===== config.mk =====
export PLATFORM = sky130hd
export DESIGN_NAME = msx_io
export DESIGN_NICKNAME = d
export VERILOG_FILES = /design/src/msx_pkg.sv /design/src/io_bus_decode.sv /design/src/msx_ppi.sv /design/src/msx_keyboard.sv /design/src/psg_regs.sv /design/src/psg_tone.sv /design/src/audio_mix.sv /design/src/msx_io.sv
export SDC_FILE = /design/constraint.sdc
export NUM_CORES = 1
export LEC_CHECK = 0
export CORE_MARGIN = 4
export CORE_UTILIZATION = 65
export DETAILED_ROUTE_END_ITERATION = 6
export DONT_BUFFER_PORTS = 1
export GPL_TIMING_DRIVEN = 1
export PLACE_DENSITY = 0.91
export RECOVER_POWER = 50
export SKIP_LAST_GASP = 1
export SLEW_MARGIN = 20
export SYNTH_ARGS = -nofsm -noshare
export SYNTH_HDL_FRONTEND = slang
export SYNTH_HIERARCHICAL = 1
export SYNTH_SLANG_ARGS = --single-unit
export TNS_END_PERCENT = 20

===== constraint.sdc =====
create_clock -name clk21m -period 12.35 [get_ports clk21m]
set_clock_uncertainty 0.15 [all_clocks]
set_input_delay 1.8525 -clock clk21m [delete_from_list [all_inputs] [get_ports clk21m]]
set_output_delay 1.8525 -clock clk21m [all_outputs]
set_load 0.02 [all_outputs]

===== src/msx_pkg.sv =====
package msx_pkg;

   // Bus and register widths
   typedef logic [7:0]         byte_t;
   typedef logic [7:0]         io_addr_t;
   typedef logic [3:0]         row_t;
   typedef logic [11:0]        period_t;
   typedef logic [3:0]         volume_t;
   typedef logic signed [15:0] sample_t;

   // Z80 I/O bus, all strobes active high
   typedef struct packed {
      io_addr_t addr;
      byte_t    dout;
      logic     rd;
      logic     wr;
      logic     iorq;
      logic     m1;
   } cpu_bus_t;

   // Per channel setup from the PSG register file
   typedef struct packed {
      period_t period;
      volume_t volume;
      logic    tone_en;
   } psg_chan_t;

   // Key event, toggle flips once per event
   typedef struct packed {
      logic       toggle;
      logic       pressed;
      row_t       row;
      logic [2:0] col;
   } key_event_t;

   // Port ranges, upper five address bits
   localparam logic [4:0] PPI_BASE = 5'(8'hA8 >> 3);
   localparam logic [4:0] PSG_BASE = 5'(8'hA0 >> 3);

   // PPI port offsets within its range
   localparam logic [1:0] PPI_PORT_A = 2'd0;
   localparam logic [1:0] PPI_PORT_B = 2'd1;
   localparam logic [1:0] PPI_PORT_C = 2'd2;

   // PSG port offsets, A0 index, A1 write, A2 read
   localparam logic [1:0] PSG_IDX = 2'd0;
   localparam logic [1:0] PSG_WR  = 2'd1;
   localparam logic [1:0] PSG_RD  = 2'd2;

   localparam int NUM_CHAN      = 3;
   localparam int KB_ROWS       = 11;
   localparam int TONE_PRESCALE = 16;

   // Mixer weights before the final shift
   localparam int CLICK_WEIGHT  = 32;
   localparam int CAS_WEIGHT    = 16;

endpackage


===== src/io_bus_decode.sv =====
`timescale 1ns/100ps

module io_bus_decode (
   input  msx_pkg::cpu_bus_t cpu,
   input  msx_pkg::byte_t    ppi_rdata,
   input  msx_pkg::byte_t    psg_rdata,
   output logic              ppi_sel,
   output logic              psg_sel,
   output msx_pkg::byte_t    d_to_cpu,
   output logic              data_rq
);

   // I/O cycle that is not an interrupt acknowledge
   logic io_cycle;

   assign io_cycle = cpu.iorq && !cpu.m1;

   // Each device owns eight ports
   assign ppi_sel = io_cycle && (cpu.addr[7:3] == msx_pkg::PPI_BASE);
   assign psg_sel = io_cycle && (cpu.addr[7:3] == msx_pkg::PSG_BASE);

   // Only claim the bus on reads we own
   assign data_rq = cpu.rd && (ppi_sel || psg_sel);

   // Open bus reads FF
   always_comb begin
      if (data_rq && ppi_sel) begin
         d_to_cpu = ppi_rdata;
      end else if (data_rq && psg_sel) begin
         d_to_cpu = psg_rdata;
      end else begin
         d_to_cpu = 8'hFF;
      end
   end

endmodule


===== src/msx_ppi.sv =====
`timescale 1ns/100ps

module msx_ppi (
   input  logic              clk21m,
   input  logic              exwait_n,
   input  msx_pkg::cpu_bus_t cpu,
   input  logic              ppi_sel,
   input  logic [1:0]        page,
   input  msx_pkg::byte_t    kb_data,
   output msx_pkg::byte_t    ppi_rdata,
   output logic [1:0]        slot,
   output msx_pkg::row_t     kb_row,
   output logic              keybeep,
   output logic              cas_motor
);

   // Port A holds the primary slot map, port C the misc outputs
   msx_pkg::byte_t port_a;
   msx_pkg::byte_t port_c;
   logic           map_valid;
   logic           ppi_wr;

   assign ppi_wr = ppi_sel && cpu.wr;

   // Mode 0 only, control word writes are dropped
   always_ff @(posedge clk21m or negedge exwait_n) begin
      if (!exwait_n) begin
         port_a    <= 8'h00;
         port_c    <= 8'h00;
         map_valid <= 1'b0;
      end else if (ppi_wr) begin
         map_valid <= 1'b1;
         case (cpu.addr[1:0])
            msx_pkg::PPI_PORT_A: port_a <= cpu.dout;
            msx_pkg::PPI_PORT_C: port_c <= cpu.dout;
            default: ;
         endcase
      end
   end

   // Port B is the keyboard input only
   always_comb begin
      case (cpu.addr[1:0])
         msx_pkg::PPI_PORT_A: ppi_rdata = port_a;
         msx_pkg::PPI_PORT_B: ppi_rdata = kb_data;
         msx_pkg::PPI_PORT_C: ppi_rdata = port_c;
         default:             ppi_rdata = 8'hFF;
      endcase
   end

   // Two bits per 16K page
   always_comb begin
      if (!map_valid) begin
         slot = 2'b00;
      end else begin
         case (page)
            2'd0:    slot = port_a[1:0];
            2'd1:    slot = port_a[3:2];
            2'd2:    slot = port_a[5:4];
            default: slot = port_a[7:6];
         endcase
      end
   end

   // Port C fields
   assign kb_row    = port_c[3:0];
   assign cas_motor = port_c[4];
   assign keybeep   = port_c[7];

endmodule


===== src/msx_keyboard.sv =====
`timescale 1ns/100ps

module msx_keyboard (
   input  logic                clk21m,
   input  logic                exwait_n,
   input  msx_pkg::key_event_t key,
   input  msx_pkg::row_t       kb_row,
   output msx_pkg::byte_t      kb_data
);

   // One bit per key, high while pressed
   msx_pkg::byte_t key_mat [msx_pkg::KB_ROWS];
   logic           toggle_q;
   logic           key_new;

   // Event arrives as a flip of toggle
   assign key_new = key.toggle != toggle_q;

   always_ff @(posedge clk21m or negedge exwait_n) begin
      if (!exwait_n) begin
         toggle_q <= 1'b0;
         for (int r = 0; r < msx_pkg::KB_ROWS; r++) begin
            key_mat[r] <= 8'h00;
         end
      end else begin
         toggle_q <= key.toggle;
         // Stray rows are dropped
         if (key_new && (key.row < msx_pkg::KB_ROWS)) begin
            key_mat[key.row][key.col] <= key.pressed;
         end
      end
   end

   // Matrix reads active low, missing rows float high
   assign kb_data = (kb_row < msx_pkg::KB_ROWS) ? ~key_mat[kb_row] : 8'hFF;

   // Source must only report keys that exist in the matrix
   key_row_ok : assert property (@(posedge clk21m) disable iff (!exwait_n)
      key_new |-> (key.row < msx_pkg::KB_ROWS))
      else $error("Key event on row %0d", key.row);

endmodule


===== src/psg_regs.sv =====
`timescale 1ns/100ps

module psg_regs (
   input  logic                                       clk21m,
   input  logic                                       exwait_n,
   input  logic                                       ce_3m58_p,
   input  msx_pkg::cpu_bus_t                          cpu,
   input  logic                                       psg_sel,
   input  logic [5:0]                                 joy0,
   input  logic [5:0]                                 joy1,
   input  logic                                       cas_audio_in,
   output msx_pkg::byte_t                             psg_rdata,
   output msx_pkg::psg_chan_t [msx_pkg::NUM_CHAN-1:0] chan,
   output logic                                       tone_tick
);

   // Register file without noise and envelope
   logic [3:0]       reg_idx;
   msx_pkg::byte_t   tone_lo [msx_pkg::NUM_CHAN];
   logic [3:0]       tone_hi [msx_pkg::NUM_CHAN];
   msx_pkg::volume_t vol     [msx_pkg::NUM_CHAN];
   msx_pkg::byte_t   mixer;
   msx_pkg::byte_t   port_b;
   msx_pkg::byte_t   port_a_in;
   msx_pkg::byte_t   reg_rd;
   logic             idx_wr;
   logic             data_wr;

   // Joystick paths
   logic [5:0] joy_a;
   logic [5:0] joy_b;
   logic [5:0] joy_a_m;
   logic [5:0] joy_b_m;

   // Tone prescaler
   logic [$clog2(msx_pkg::TONE_PRESCALE)-1:0] pre_cnt;

   assign idx_wr  = psg_sel && cpu.wr && (cpu.addr[1:0] == msx_pkg::PSG_IDX);
   assign data_wr = psg_sel && cpu.wr && (cpu.addr[1:0] == msx_pkg::PSG_WR);

   always_ff @(posedge clk21m or negedge exwait_n) begin
      if (!exwait_n) begin
         reg_idx <= 4'd0;
         mixer   <= 8'hFF;
         port_b  <= 8'h00;
         for (int i = 0; i < msx_pkg::NUM_CHAN; i++) begin
            tone_lo[i] <= 8'h00;
            tone_hi[i] <= 4'h0;
            vol[i]     <= 4'h0;
         end
      end else if (idx_wr) begin
         reg_idx <= cpu.dout[3:0];
      end else if (data_wr) begin
         // Unused upper bits are not stored
         case (reg_idx)
            4'd0:  tone_lo[0] <= cpu.dout;
            4'd1:  tone_hi[0] <= cpu.dout[3:0];
            4'd2:  tone_lo[1] <= cpu.dout;
            4'd3:  tone_hi[1] <= cpu.dout[3:0];
            4'd4:  tone_lo[2] <= cpu.dout;
            4'd5:  tone_hi[2] <= cpu.dout[3:0];
            4'd7:  mixer      <= cpu.dout;
            4'd8:  vol[0]     <= cpu.dout[3:0];
            4'd9:  vol[1]     <= cpu.dout[3:0];
            4'd10: vol[2]     <= cpu.dout[3:0];
            4'd15: port_b     <= cpu.dout;
            default: ;
         endcase
      end
   end

   // Active low pins in MSX joystick port bit order
   assign joy_a = port_b[4] ? 6'h3F :
                  {~joy0[5], ~joy0[4], ~joy0[0], ~joy0[1], ~joy0[2], ~joy0[3]};
   assign joy_b = port_b[5] ? 6'h3F :
                  {~joy1[5], ~joy1[4], ~joy1[0], ~joy1[1], ~joy1[2], ~joy1[3]};

   // Trigger lines also gated by port B outputs
   assign joy_a_m = joy_a & {port_b[0], port_b[1], 4'hF};
   assign joy_b_m = joy_b & {port_b[2], port_b[3], 4'hF};

   // Cassette in on bit 7, keyboard layout bit 6 tied low
   assign port_a_in = {cas_audio_in, 1'b0, port_b[6] ? joy_b_m : joy_a_m};

   always_comb begin
      case (reg_idx)
         4'd0:    reg_rd = tone_lo[0];
         4'd1:    reg_rd = {4'h0, tone_hi[0]};
         4'd2:    reg_rd = tone_lo[1];
         4'd3:    reg_rd = {4'h0, tone_hi[1]};
         4'd4:    reg_rd = tone_lo[2];
         4'd5:    reg_rd = {4'h0, tone_hi[2]};
         4'd7:    reg_rd = mixer;
         4'd8:    reg_rd = {4'h0, vol[0]};
         4'd9:    reg_rd = {4'h0, vol[1]};
         4'd10:   reg_rd = {4'h0, vol[2]};
         4'd14:   reg_rd = port_a_in;
         4'd15:   reg_rd = port_b;
         default: reg_rd = 8'h00;
      endcase
   end

   // Only offset 2 returns register data
   assign psg_rdata = (cpu.addr[1:0] == msx_pkg::PSG_RD) ? reg_rd : 8'hFF;

   // A low mixer bit enables the tone
   always_comb begin
      for (int i = 0; i < msx_pkg::NUM_CHAN; i++) begin
         chan[i].period  = {tone_hi[i], tone_lo[i]};
         chan[i].volume  = vol[i];
         chan[i].tone_en = !mixer[i];
      end
   end

   // One tick per TONE_PRESCALE clock enables
   always_ff @(posedge clk21m or negedge exwait_n) begin
      if (!exwait_n) begin
         pre_cnt   <= '0;
         tone_tick <= 1'b0;
      end else begin
         tone_tick <= 1'b0;
         if (ce_3m58_p) begin
            if (pre_cnt == msx_pkg::TONE_PRESCALE - 1) begin
               pre_cnt   <= '0;
               tone_tick <= 1'b1;
            end else begin
               pre_cnt <= pre_cnt + 1'b1;
            end
         end
      end
   end

   // A PSG access never reads and writes in one cycle
   rd_wr_excl : assert property (@(posedge clk21m) disable iff (!exwait_n)
      psg_sel |-> !(cpu.rd && cpu.wr))
      else $error("PSG access with rd and wr both high, addr %h", cpu.addr);

endmodule


===== src/psg_tone.sv =====
`timescale 1ns/100ps

module psg_tone (
   input  logic               clk21m,
   input  logic               exwait_n,
   input  logic               tone_tick,
   input  msx_pkg::psg_chan_t cfg,
   output logic               chan_out
);

   msx_pkg::period_t cnt;
   logic             square;

   // Half period in prescaled ticks
   always_ff @(posedge clk21m or negedge exwait_n) begin
      if (!exwait_n) begin
         cnt    <= '0;
         square <= 1'b0;
      end else if (tone_tick) begin
         // >= so a shorter new period takes effect at once
         if (cnt >= cfg.period) begin
            cnt    <= '0;
            square <= !square;
         end else begin
            cnt <= cnt + 1'b1;
         end
      end
   end

   // Disabled tone leaves the channel at full volume
   assign chan_out = !cfg.tone_en || square;

endmodule


===== src/audio_mix.sv =====
`timescale 1ns/100ps

module audio_mix (
   input  logic                                       clk21m,
   input  logic                                       exwait_n,
   input  logic [msx_pkg::NUM_CHAN-1:0]               chan_out,
   input  msx_pkg::psg_chan_t [msx_pkg::NUM_CHAN-1:0] chan,
   input  logic                                       keybeep,
   input  logic                                       cas_motor,
   input  logic                                       cas_audio_in,
   input  msx_pkg::sample_t                           cart_sound,
   output msx_pkg::sample_t                           audio
);

   // Weighted sum of the internal sources before the shift
   logic [11:0]        mix_sum;
   logic signed [17:0] total;

   always_comb begin
      mix_sum = '0;
      for (int i = 0; i < msx_pkg::NUM_CHAN; i++) begin
         if (chan_out[i]) begin
            mix_sum = mix_sum + 12'({chan[i].volume, 4'h0});
         end
      end
      if (keybeep) begin
         mix_sum = mix_sum + 12'(msx_pkg::CLICK_WEIGHT);
      end
      if (cas_audio_in && !cas_motor) begin
         mix_sum = mix_sum + 12'(msx_pkg::CAS_WEIGHT);
      end
      total = 18'(signed'(cart_sound)) + 18'(signed'({2'b00, mix_sum, 4'h0}));
   end

   // Saturate to the sample range
   always_ff @(posedge clk21m or negedge exwait_n) begin
      if (!exwait_n) begin
         audio <= '0;
      end else if (total > 18'sd32767) begin
         audio <= 16'sh7FFF;
      end else if (total < -18'sd32768) begin
         audio <= 16'sh8000;
      end else begin
         audio <= total[15:0];
      end
   end

endmodule


===== src/msx_io.sv =====
`timescale 1ns/100ps

module msx_io (
   input  logic                clk21m,
   input  logic                exwait_n,
   input  logic                ce_3m58_p,
   input  msx_pkg::cpu_bus_t   cpu,
   input  logic [1:0]          page,
   input  msx_pkg::key_event_t key,
   input  logic [5:0]          joy0,
   input  logic [5:0]          joy1,
   input  msx_pkg::sample_t    cart_sound,
   input  logic                cas_audio_in,
   output msx_pkg::byte_t      d_to_cpu,
   output logic                data_rq,
   output logic [1:0]          slot,
   output logic                cas_motor,
   output msx_pkg::sample_t    audio
);

   // Device selects
   logic ppi_sel;
   logic psg_sel;

   // Read data from each device
   msx_pkg::byte_t ppi_rdata;
   msx_pkg::byte_t psg_rdata;

   // PPI to keyboard and mixer
   msx_pkg::row_t  kb_row;
   msx_pkg::byte_t kb_data;
   logic           keybeep;

   // PSG channels
   msx_pkg::psg_chan_t [msx_pkg::NUM_CHAN-1:0] chan;
   logic [msx_pkg::NUM_CHAN-1:0]               chan_out;
   logic                                       tone_tick;

   io_bus_decode u_decode (
      .cpu       (cpu),
      .ppi_rdata (ppi_rdata),
      .psg_rdata (psg_rdata),
      .ppi_sel   (ppi_sel),
      .psg_sel   (psg_sel),
      .d_to_cpu  (d_to_cpu),
      .data_rq   (data_rq)
   );

   msx_ppi u_ppi (
      .clk21m    (clk21m),
      .exwait_n  (exwait_n),
      .cpu       (cpu),
      .ppi_sel   (ppi_sel),
      .page      (page),
      .kb_data   (kb_data),
      .ppi_rdata (ppi_rdata),
      .slot      (slot),
      .kb_row    (kb_row),
      .keybeep   (keybeep),
      .cas_motor (cas_motor)
   );

   msx_keyboard u_keyboard (
      .clk21m   (clk21m),
      .exwait_n (exwait_n),
      .key      (key),
      .kb_row   (kb_row),
      .kb_data  (kb_data)
   );

   psg_regs u_psg_regs (
      .clk21m       (clk21m),
      .exwait_n     (exwait_n),
      .ce_3m58_p    (ce_3m58_p),
      .cpu          (cpu),
      .psg_sel      (psg_sel),
      .joy0         (joy0),
      .joy1         (joy1),
      .cas_audio_in (cas_audio_in),
      .psg_rdata    (psg_rdata),
      .chan         (chan),
      .tone_tick    (tone_tick)
   );

   // One tone generator per channel
   for (genvar i = 0; i < msx_pkg::NUM_CHAN; i++) begin : g_tone
      psg_tone u_tone (
         .clk21m    (clk21m),
         .exwait_n  (exwait_n),
         .tone_tick (tone_tick),
         .cfg       (chan[i]),
         .chan_out  (chan_out[i])
      );
   end

   audio_mix u_mix (
      .clk21m       (clk21m),
      .exwait_n     (exwait_n),
      .chan_out     (chan_out),
      .chan         (chan),
      .keybeep      (keybeep),
      .cas_motor    (cas_motor),
      .cas_audio_in (cas_audio_in),
      .cart_sound   (cart_sound),
      .audio        (audio)
   );

endmodule


Yosys cells after proc, flatten, opt, wreduce, memory -nomap -nowiden
Cells that the tools add are included.
{ "word_totals": {"output_inout_bits": 28, "register_bits": 234, "elab_cells": 168, "in_bits": 63} }
{ "op_classes": {"order_cmp": 12, "n_mux": 32, "reduce_logical": 42, "n_bitwise": 18, "n_addsub": 9, "eq_ne": 19} }
{ "op_table": {"columns": ["operator", "n"], "rows": [
  ["8-bit one-hot mux with 12 select lines", 1],
  ["88-bit bitwise mux", 1],
  ["12-bit two-way mux", 7],
  ["8-bit two-way mux", 8],
  ["12-bit by 1-bit adder with 12-bit output, second input constant", 3],
  ["12-bit greater-or-equal comparator", 3],
  ["3-bit AND reduction", 11],
  ["8-bit binary-select mux with 4-bit select", 1],
  ["8-bit demux with 4-bit select", 1],
  ["16-bit two-way mux", 2],
  ["4-bit equality test, second input constant", 6],
  ["8-bit one-hot mux with 3 select lines", 1],
  ["16-bit by 17-bit adder with 18-bit output", 1],
  ["18-bit by 16-bit greater-than comparator with 1-bit output, second input constant", 1],
  ["18-bit by 16-bit less-than comparator with 1-bit output, second input constant", 1],
  ["6-bit two-way mux", 3],
  ["1-bit logical AND", 14],
  ["1-bit NOT", 13],
  ["12-bit by 5-bit adder with 12-bit output, second input constant", 1],
  ["12-bit by 6-bit adder with 12-bit output, second input constant", 1],
  ["12-bit by 8-bit adder with 12-bit output", 1],
  ["6-bit AND", 2],
  ["4-bit by 3-bit equality test with 1-bit output, second input constant", 3],
  ["5-bit equality test, second input constant", 2],
  ["24 further kinds", 44]
]} }

Longest topological paths before layout
{ "logic_depth": {"ltp_word": 14, "ltp_mapped": 29, "depth_no_buf": 28} }

Modules after synthesis
Netlist, hierarchy kept.
{ "modules_own_cells": {"columns": ["module", "instances", "cells_each", "area_each_um2", "seq_area_each_um2"], "rows": [
  ["msx_keyboard", 1, 413, 4983.5, 2227.1],
  ["psg_regs", 1, 306, 3683.5, 1836.8],
  ["psg_tone", 3, 101, 988.4, 325.3],
  ["audio_mix", 1, 199, 1835.5, 400.4],
  ["msx_ppi", 1, 65, 945.9, 425.4],
  ["io_bus_decode", 1, 24, 210.2, 0.0]
]} }

Worst setup path before layout
No wires, ideal clock.
{ "synth_timing": {"path_type": "register to register", "startpoint": "register u_psg_regs.mixer[0]", "endpoint": "register u_mix.audio[5]", "synth_period_minus_slack_ns": 5.634, "setup_time_ns": 0.064, "arrival_ns": 5.420, "required_ns": 12.136, "path_stages_with_launch": 29, "path_slack_ns": 6.716, "path_buffers": 1, "path_cell_list": "dfstp_2 -> inv_1 -> nand2b_1 -> and2_4 -> ha_1 -> inv_1 -> fa_1 -> nand2b_1 -> nand2_1 -> fa_1 -> xnor2_1 -> nand2_1 -> o21a_1 -> ha_1 -> nor2b_1 -> a31o_2 -> nor3_1 -> mux2i_1 -> a21o_1 -> xnor2_1 -> ha_1 -> o21ai_2 -> a21oi_2 -> o31ai_4 -> a21oi_2 -> o41ai_2 -> o21bai_2 -> buf_6 -> o21a_1"} }
{ "synth_between": {"elab_chain_len": 14, "elab_cells_between_ends": 15, "cone_classes": "add/sub (5); order compare (2); mux (7); reduce/logical (1)"} }
{ "synth_lines": {"columns": ["item", "line_no", "text"], "rows": [
  ["start: declaration", "psg_regs.sv:22", "msx_pkg::byte_t mixer;"],
  ["start signal: assignment", "psg_regs.sv:62", "4'd7: mixer <= cpu.dout;"],
  ["1-bit logical OR (*)", "psg_tone.sv:31", "assign chan_out = !cfg.tone_en || square;"],
  ["via chan_out (one bit)", "msx_io.sv:36", "logic [msx_pkg::NUM_CHAN-1:0] chan_out;"],
  ["8-bit two-way mux (*)", "audio_mix.sv:22", "if (chan_out[i]) begin"],
  ["8-bit by 8-bit adder with 9-bit output", "audio_mix.sv:23", "mix_sum = mix_sum + 12'({chan[i].volume, 4'h0});"],
  ["12-bit two-way mux (*)", "audio_mix.sv:22", null],
  ["12-bit by 8-bit adder with 12-bit output", "audio_mix.sv:23", null],
  ["12-bit two-way mux (*)", "audio_mix.sv:22", null],
  ["12-bit by 6-bit adder with 12-bit output", "audio_mix.sv:27", "mix_sum = mix_sum + 12'(msx_pkg::CLICK_WEIGHT);"],
  ["12-bit two-way mux (*)", "audio_mix.sv:26", "if (keybeep) begin"],
  ["12-bit by 5-bit adder with 12-bit output", "audio_mix.sv:30", "mix_sum = mix_sum + 12'(msx_pkg::CAS_WEIGHT);"],
  ["12-bit two-way mux (*)", "audio_mix.sv:29", "if (cas_audio_in && !cas_motor) begin"],
  ["16-bit by 17-bit adder with 18-bit output (*)", "audio_mix.sv:32", "total = 18'(signed'(cart_sound)) + 18'(signed'({2'b00, mix_sum, 4'h0}));"],
  ["18-bit by 16-bit less-than comparator with 1-bit output", "audio_mix.sv:41", "end else if (total < -18'sd32768) begin"],
  ["16-bit two-way mux", "audio_mix.sv:41", null],
  ["16-bit two-way mux (*)", "audio_mix.sv:39", "end else if (total > 18'sd32767) begin"],
  ["end signal: assignment", "audio_mix.sv:44", "audio <= total[15:0];"],
  ["end: declaration", "audio_mix.sv:12", "output msx_pkg::sample_t audio"]
]} }
The timed path passes the listed nets; every way through them passes the cells marked *.
A chain may end at the register's enable or synchronous reset.

Worst setup path in the final report
{ "layout_timing": {"startpoint": "register u_psg_regs.mixer[0]", "endpoint": "register u_mix.audio[10]"} }
Same word-level chain as after synthesis.

==> out/qor.txt <==
Setup CP Type: register to register
VDD IR max: 0.0001314 V
multi-input logic area: 7983 µm²
max incr delay on CP: 0.52 ns
vias in the first global route: 11140
CP bufs+invs: 2
placer's final routability congestion estimate: 0.9619
Max stage delay cell, worst path: dfstp_2
IO buf count: 0
DP HPWL: 23.63 mm
max-slew violation count: 0
Peak Freq: 0.1582 GHz
Post-CTS Setup Bufs: 0
Crit path max-delay family: compound AO/OA/AOI/OAI gates
first-pass GRT wire length: 59.48 mm
Slew HR: 27.87%
Reg clk slew, reported paths: 0.06 ns
height of the die: 158.0 µm
All-Layer GR Usage: 29.68%
outcome: finished, final reports clean
cell area after layout: 15350 µm²
Ys Warns: 6
top fanout value on the critical path: 15
cts hold-fix bufs: 0
grt ovf: 0
Hold Vio Cnt, Final: 0
Post-route DRC: 0
Routed Antenna Nets: 0
core footprint: 21960 µm²
vias post-DR: 11030
Die W: 158.0 µm
top post-synthesis cells by area: dfrtp_1 (39%), mux2_2 (9.5%), ha_1 (5.2%)
Max-cap violations: 0
Clock Sinks: 234
Via density: 7.090
Final Setup Violations: 0
share of the synthesized area in the top cell type: 38.67%
Cell Area, Synth: 14620 µm²
critical path required time: 12.66 ns
post-CTS sizing: 0
initial drt markers: 1349
Seq/Total Area, Yosys: 40.11%
Post-Syn Nets: 1437
synth cell count leaders: dfrtp_1 (226), mux2_2 (123), nand4_1 (79), inv_1 (62), ha_1 (61)
Register Area: 5867 µm²
Leakage Power: 6.910 nW
Antenna Cells: 0
clock root buffer: clkbuf_16
Post-synth ARST share: 100.0%
die area: 24960 µm²
FP Rows: 54
power per standard cell area: 115.1 nW/µm²
Nets: 1385
total negative slack: 0 ns
Routed WL: 37.29 mm
gate count of the mapped netlist: 1310
path depth of the worst reg2reg path: 27
latest clock arrival within the worst-skew pair: 0.53 ns
most used cell, CP: ha_1
worst slew pin tran: 1.078 ns
fill count: 1364
initial antenna violation count: 0
Tmin final: 6.320 ns
WP data arrival: 6.63 ns
flop and latch count out of synthesis: 234
CTS tree: done
WHS Path Cells: 1
DRT Pass-1 Iters: 5
top-count cell post-synth: dfrtp_1
area delta synth->final: 4.945%
cell taking the most area after synthesis: dfrtp_1
Num CTS Buffers: 25
pin count of the biggest net entering global routing: 235
period utilization: 51.17%
ratio of cells with drive above 1 in the final layout: 21.25%
Avg WL per Cell: 23.98 µm
placed cell areas: 14570 µm²
Post-synth EDFFs: 0
Max Buffers Root-to-Sink: 3
WP depth: 27
unrepaired setup endpoints after global routing: false
CP Launch Type: register
syn_area_per_cell: 11.16 µm²
Layout Utilization: 69.89%
# IOs: 91
CTS H-tree lvls: 1
worst hold path class: register to register
Starting Density: 66.60%
CP endpoint kind: register
Synth cell types: 100
ys flop type: dfrtp_1
[metal layers]
metal | wire [µm] | GRT usage, % | up-vias
met5 | 0 | 0 | -
met4 | 2001 | 14.66 | 0
met3 | 3706 | 6.260 | 150
met2 | 17250 | 47.16 | 701
met1 | 14340 | 38.91 | 5434
li1 | - | - | 4740
[state kept, by name, indices dropped and copies added, names as in the netlist]
signal and flops:
u_keyboard/key_mat 88, u_ppi/map_valid 1, u_psg_regs/mixer 8, g_tone.u_tone/square 3
u_psg_regs/pre_cnt 4, u_ppi/port_a 8, u_psg_regs/port_b 8, g_tone.u_tone/cnt 36
u_psg_regs/chan 48, u_ppi/port_c 8, u_psg_regs/reg_idx 4, u_mix/audio 16
u_keyboard/toggle_q 1, u_psg_regs/tone_tick 1
[worst paths after layout]
check	startpoint	end	slack, ns
worst max-delay path	u_psg_regs/mixer[0]	u_mix/audio[10]	6.03
worst min-delay path	u_keyboard/key_mat[29]	u_keyboard/key_mat[29]	0.33
worst max register to register	u_psg_regs/mixer[0]	u_mix/audio[10]	6.03
worst min register to register	u_keyboard/key_mat[29]	u_keyboard/key_mat[29]	0.33
max in group asynchronous	exwait_n	u_psg_regs/mixer[7]	10.84
min in group asynchronous	exwait_n	u_mix/audio[2]	0.88
[cells by family after synthesis]
group           synth area share [%]
mux                            18.92
simple gates                   15.71
compound gates                 11.64
fa+ha+maj                      5.630
xor+xnor                       2.746
other cells                  0.05135
buf+inv                        5.202
flops                          40.11
[through the flow]
step | setup WS (ns) | power (mW) | hold slack [ns] | std cells
6_report | 6.030 | 1.766 | 0.3338 | 1555
2_1_floorplan | 6.716 | 0.9902 | 0.2830 | 1310
5_1_grt | 5.604 | 1.820 | 0.3544 | 1555
4_1_cts | 6.085 | 1.771 | 0.3384 | 1555
3_5_place_dp | 6.113 | 1.018 | 0.3192 | 1511
3_3_place_gp | 6.359 | 1.006 | 0.3052 | 1511
[layout make-up]
cell class | instances | share of cell area (%)
clock inverters | 8 | 0.6114
clock buffers | 36 | 4.737
repair buffers | 10 | 0.4892
multi-input cells | 920 | 52.01
inverters | 67 | 1.639
flip-flops and latches | 234 | 38.23
well taps | 280 | 2.283
[power by group]
| group | internal [mW] | switching (mW) |
|---|---|---|
| combinational | 0.0696 | 0.0842 |
| sequential | 0.814 | 0.0441 |
| clock | 0.449 | 0.306 |
| total | 1.33 | 0.434 |
[worst reg2reg max path: stages, from the launching register on]
cell      delay [ns]
dfstp_2         0.52
inv_1           0.07
nand2b_1        0.24
and2_4          0.21
ha_1            0.17
inv_1           0.06
fa_1            0.47
nand2b_1        0.17
nand2_1         0.13
fa_1            0.46
xnor2_1         0.26
nand2_1         0.15
o21a_1          0.16
ha_1            0.27
nor2b_1         0.04
a31o_2          0.22
nor3_1          0.35
mux2i_1         0.13
a21o_1          0.20
xnor2_1         0.12
ha_1            0.34
o21ai_2         0.10
a21oi_2         0.08
o31ai_4         0.25
a21oi_2         0.10
o41ai_2         0.32
o21bai_2        0.34
a31o_2          0.19
[layout by cell type, fill, tap and decap left out, drive strengths merged, types with 26 or more instances in the layout]
cell / Yosys / layout
mux2i: 48 / 48
o21ai: 34 / 34
clkbuf: 25 / 36
a21oi: 33 / 33
ha: 61 / 61
xor2: 30 / 30
nand3: 35 / 35
mux2: 182 / 182
nand4: 82 / 82
inv: 67 / 68
nor2: 54 / 54
nand2: 58 / 58
nand2b: 26 / 26
dfrtp: 226 / 226
Note: power is estimated with default switching activity, not from simulation.
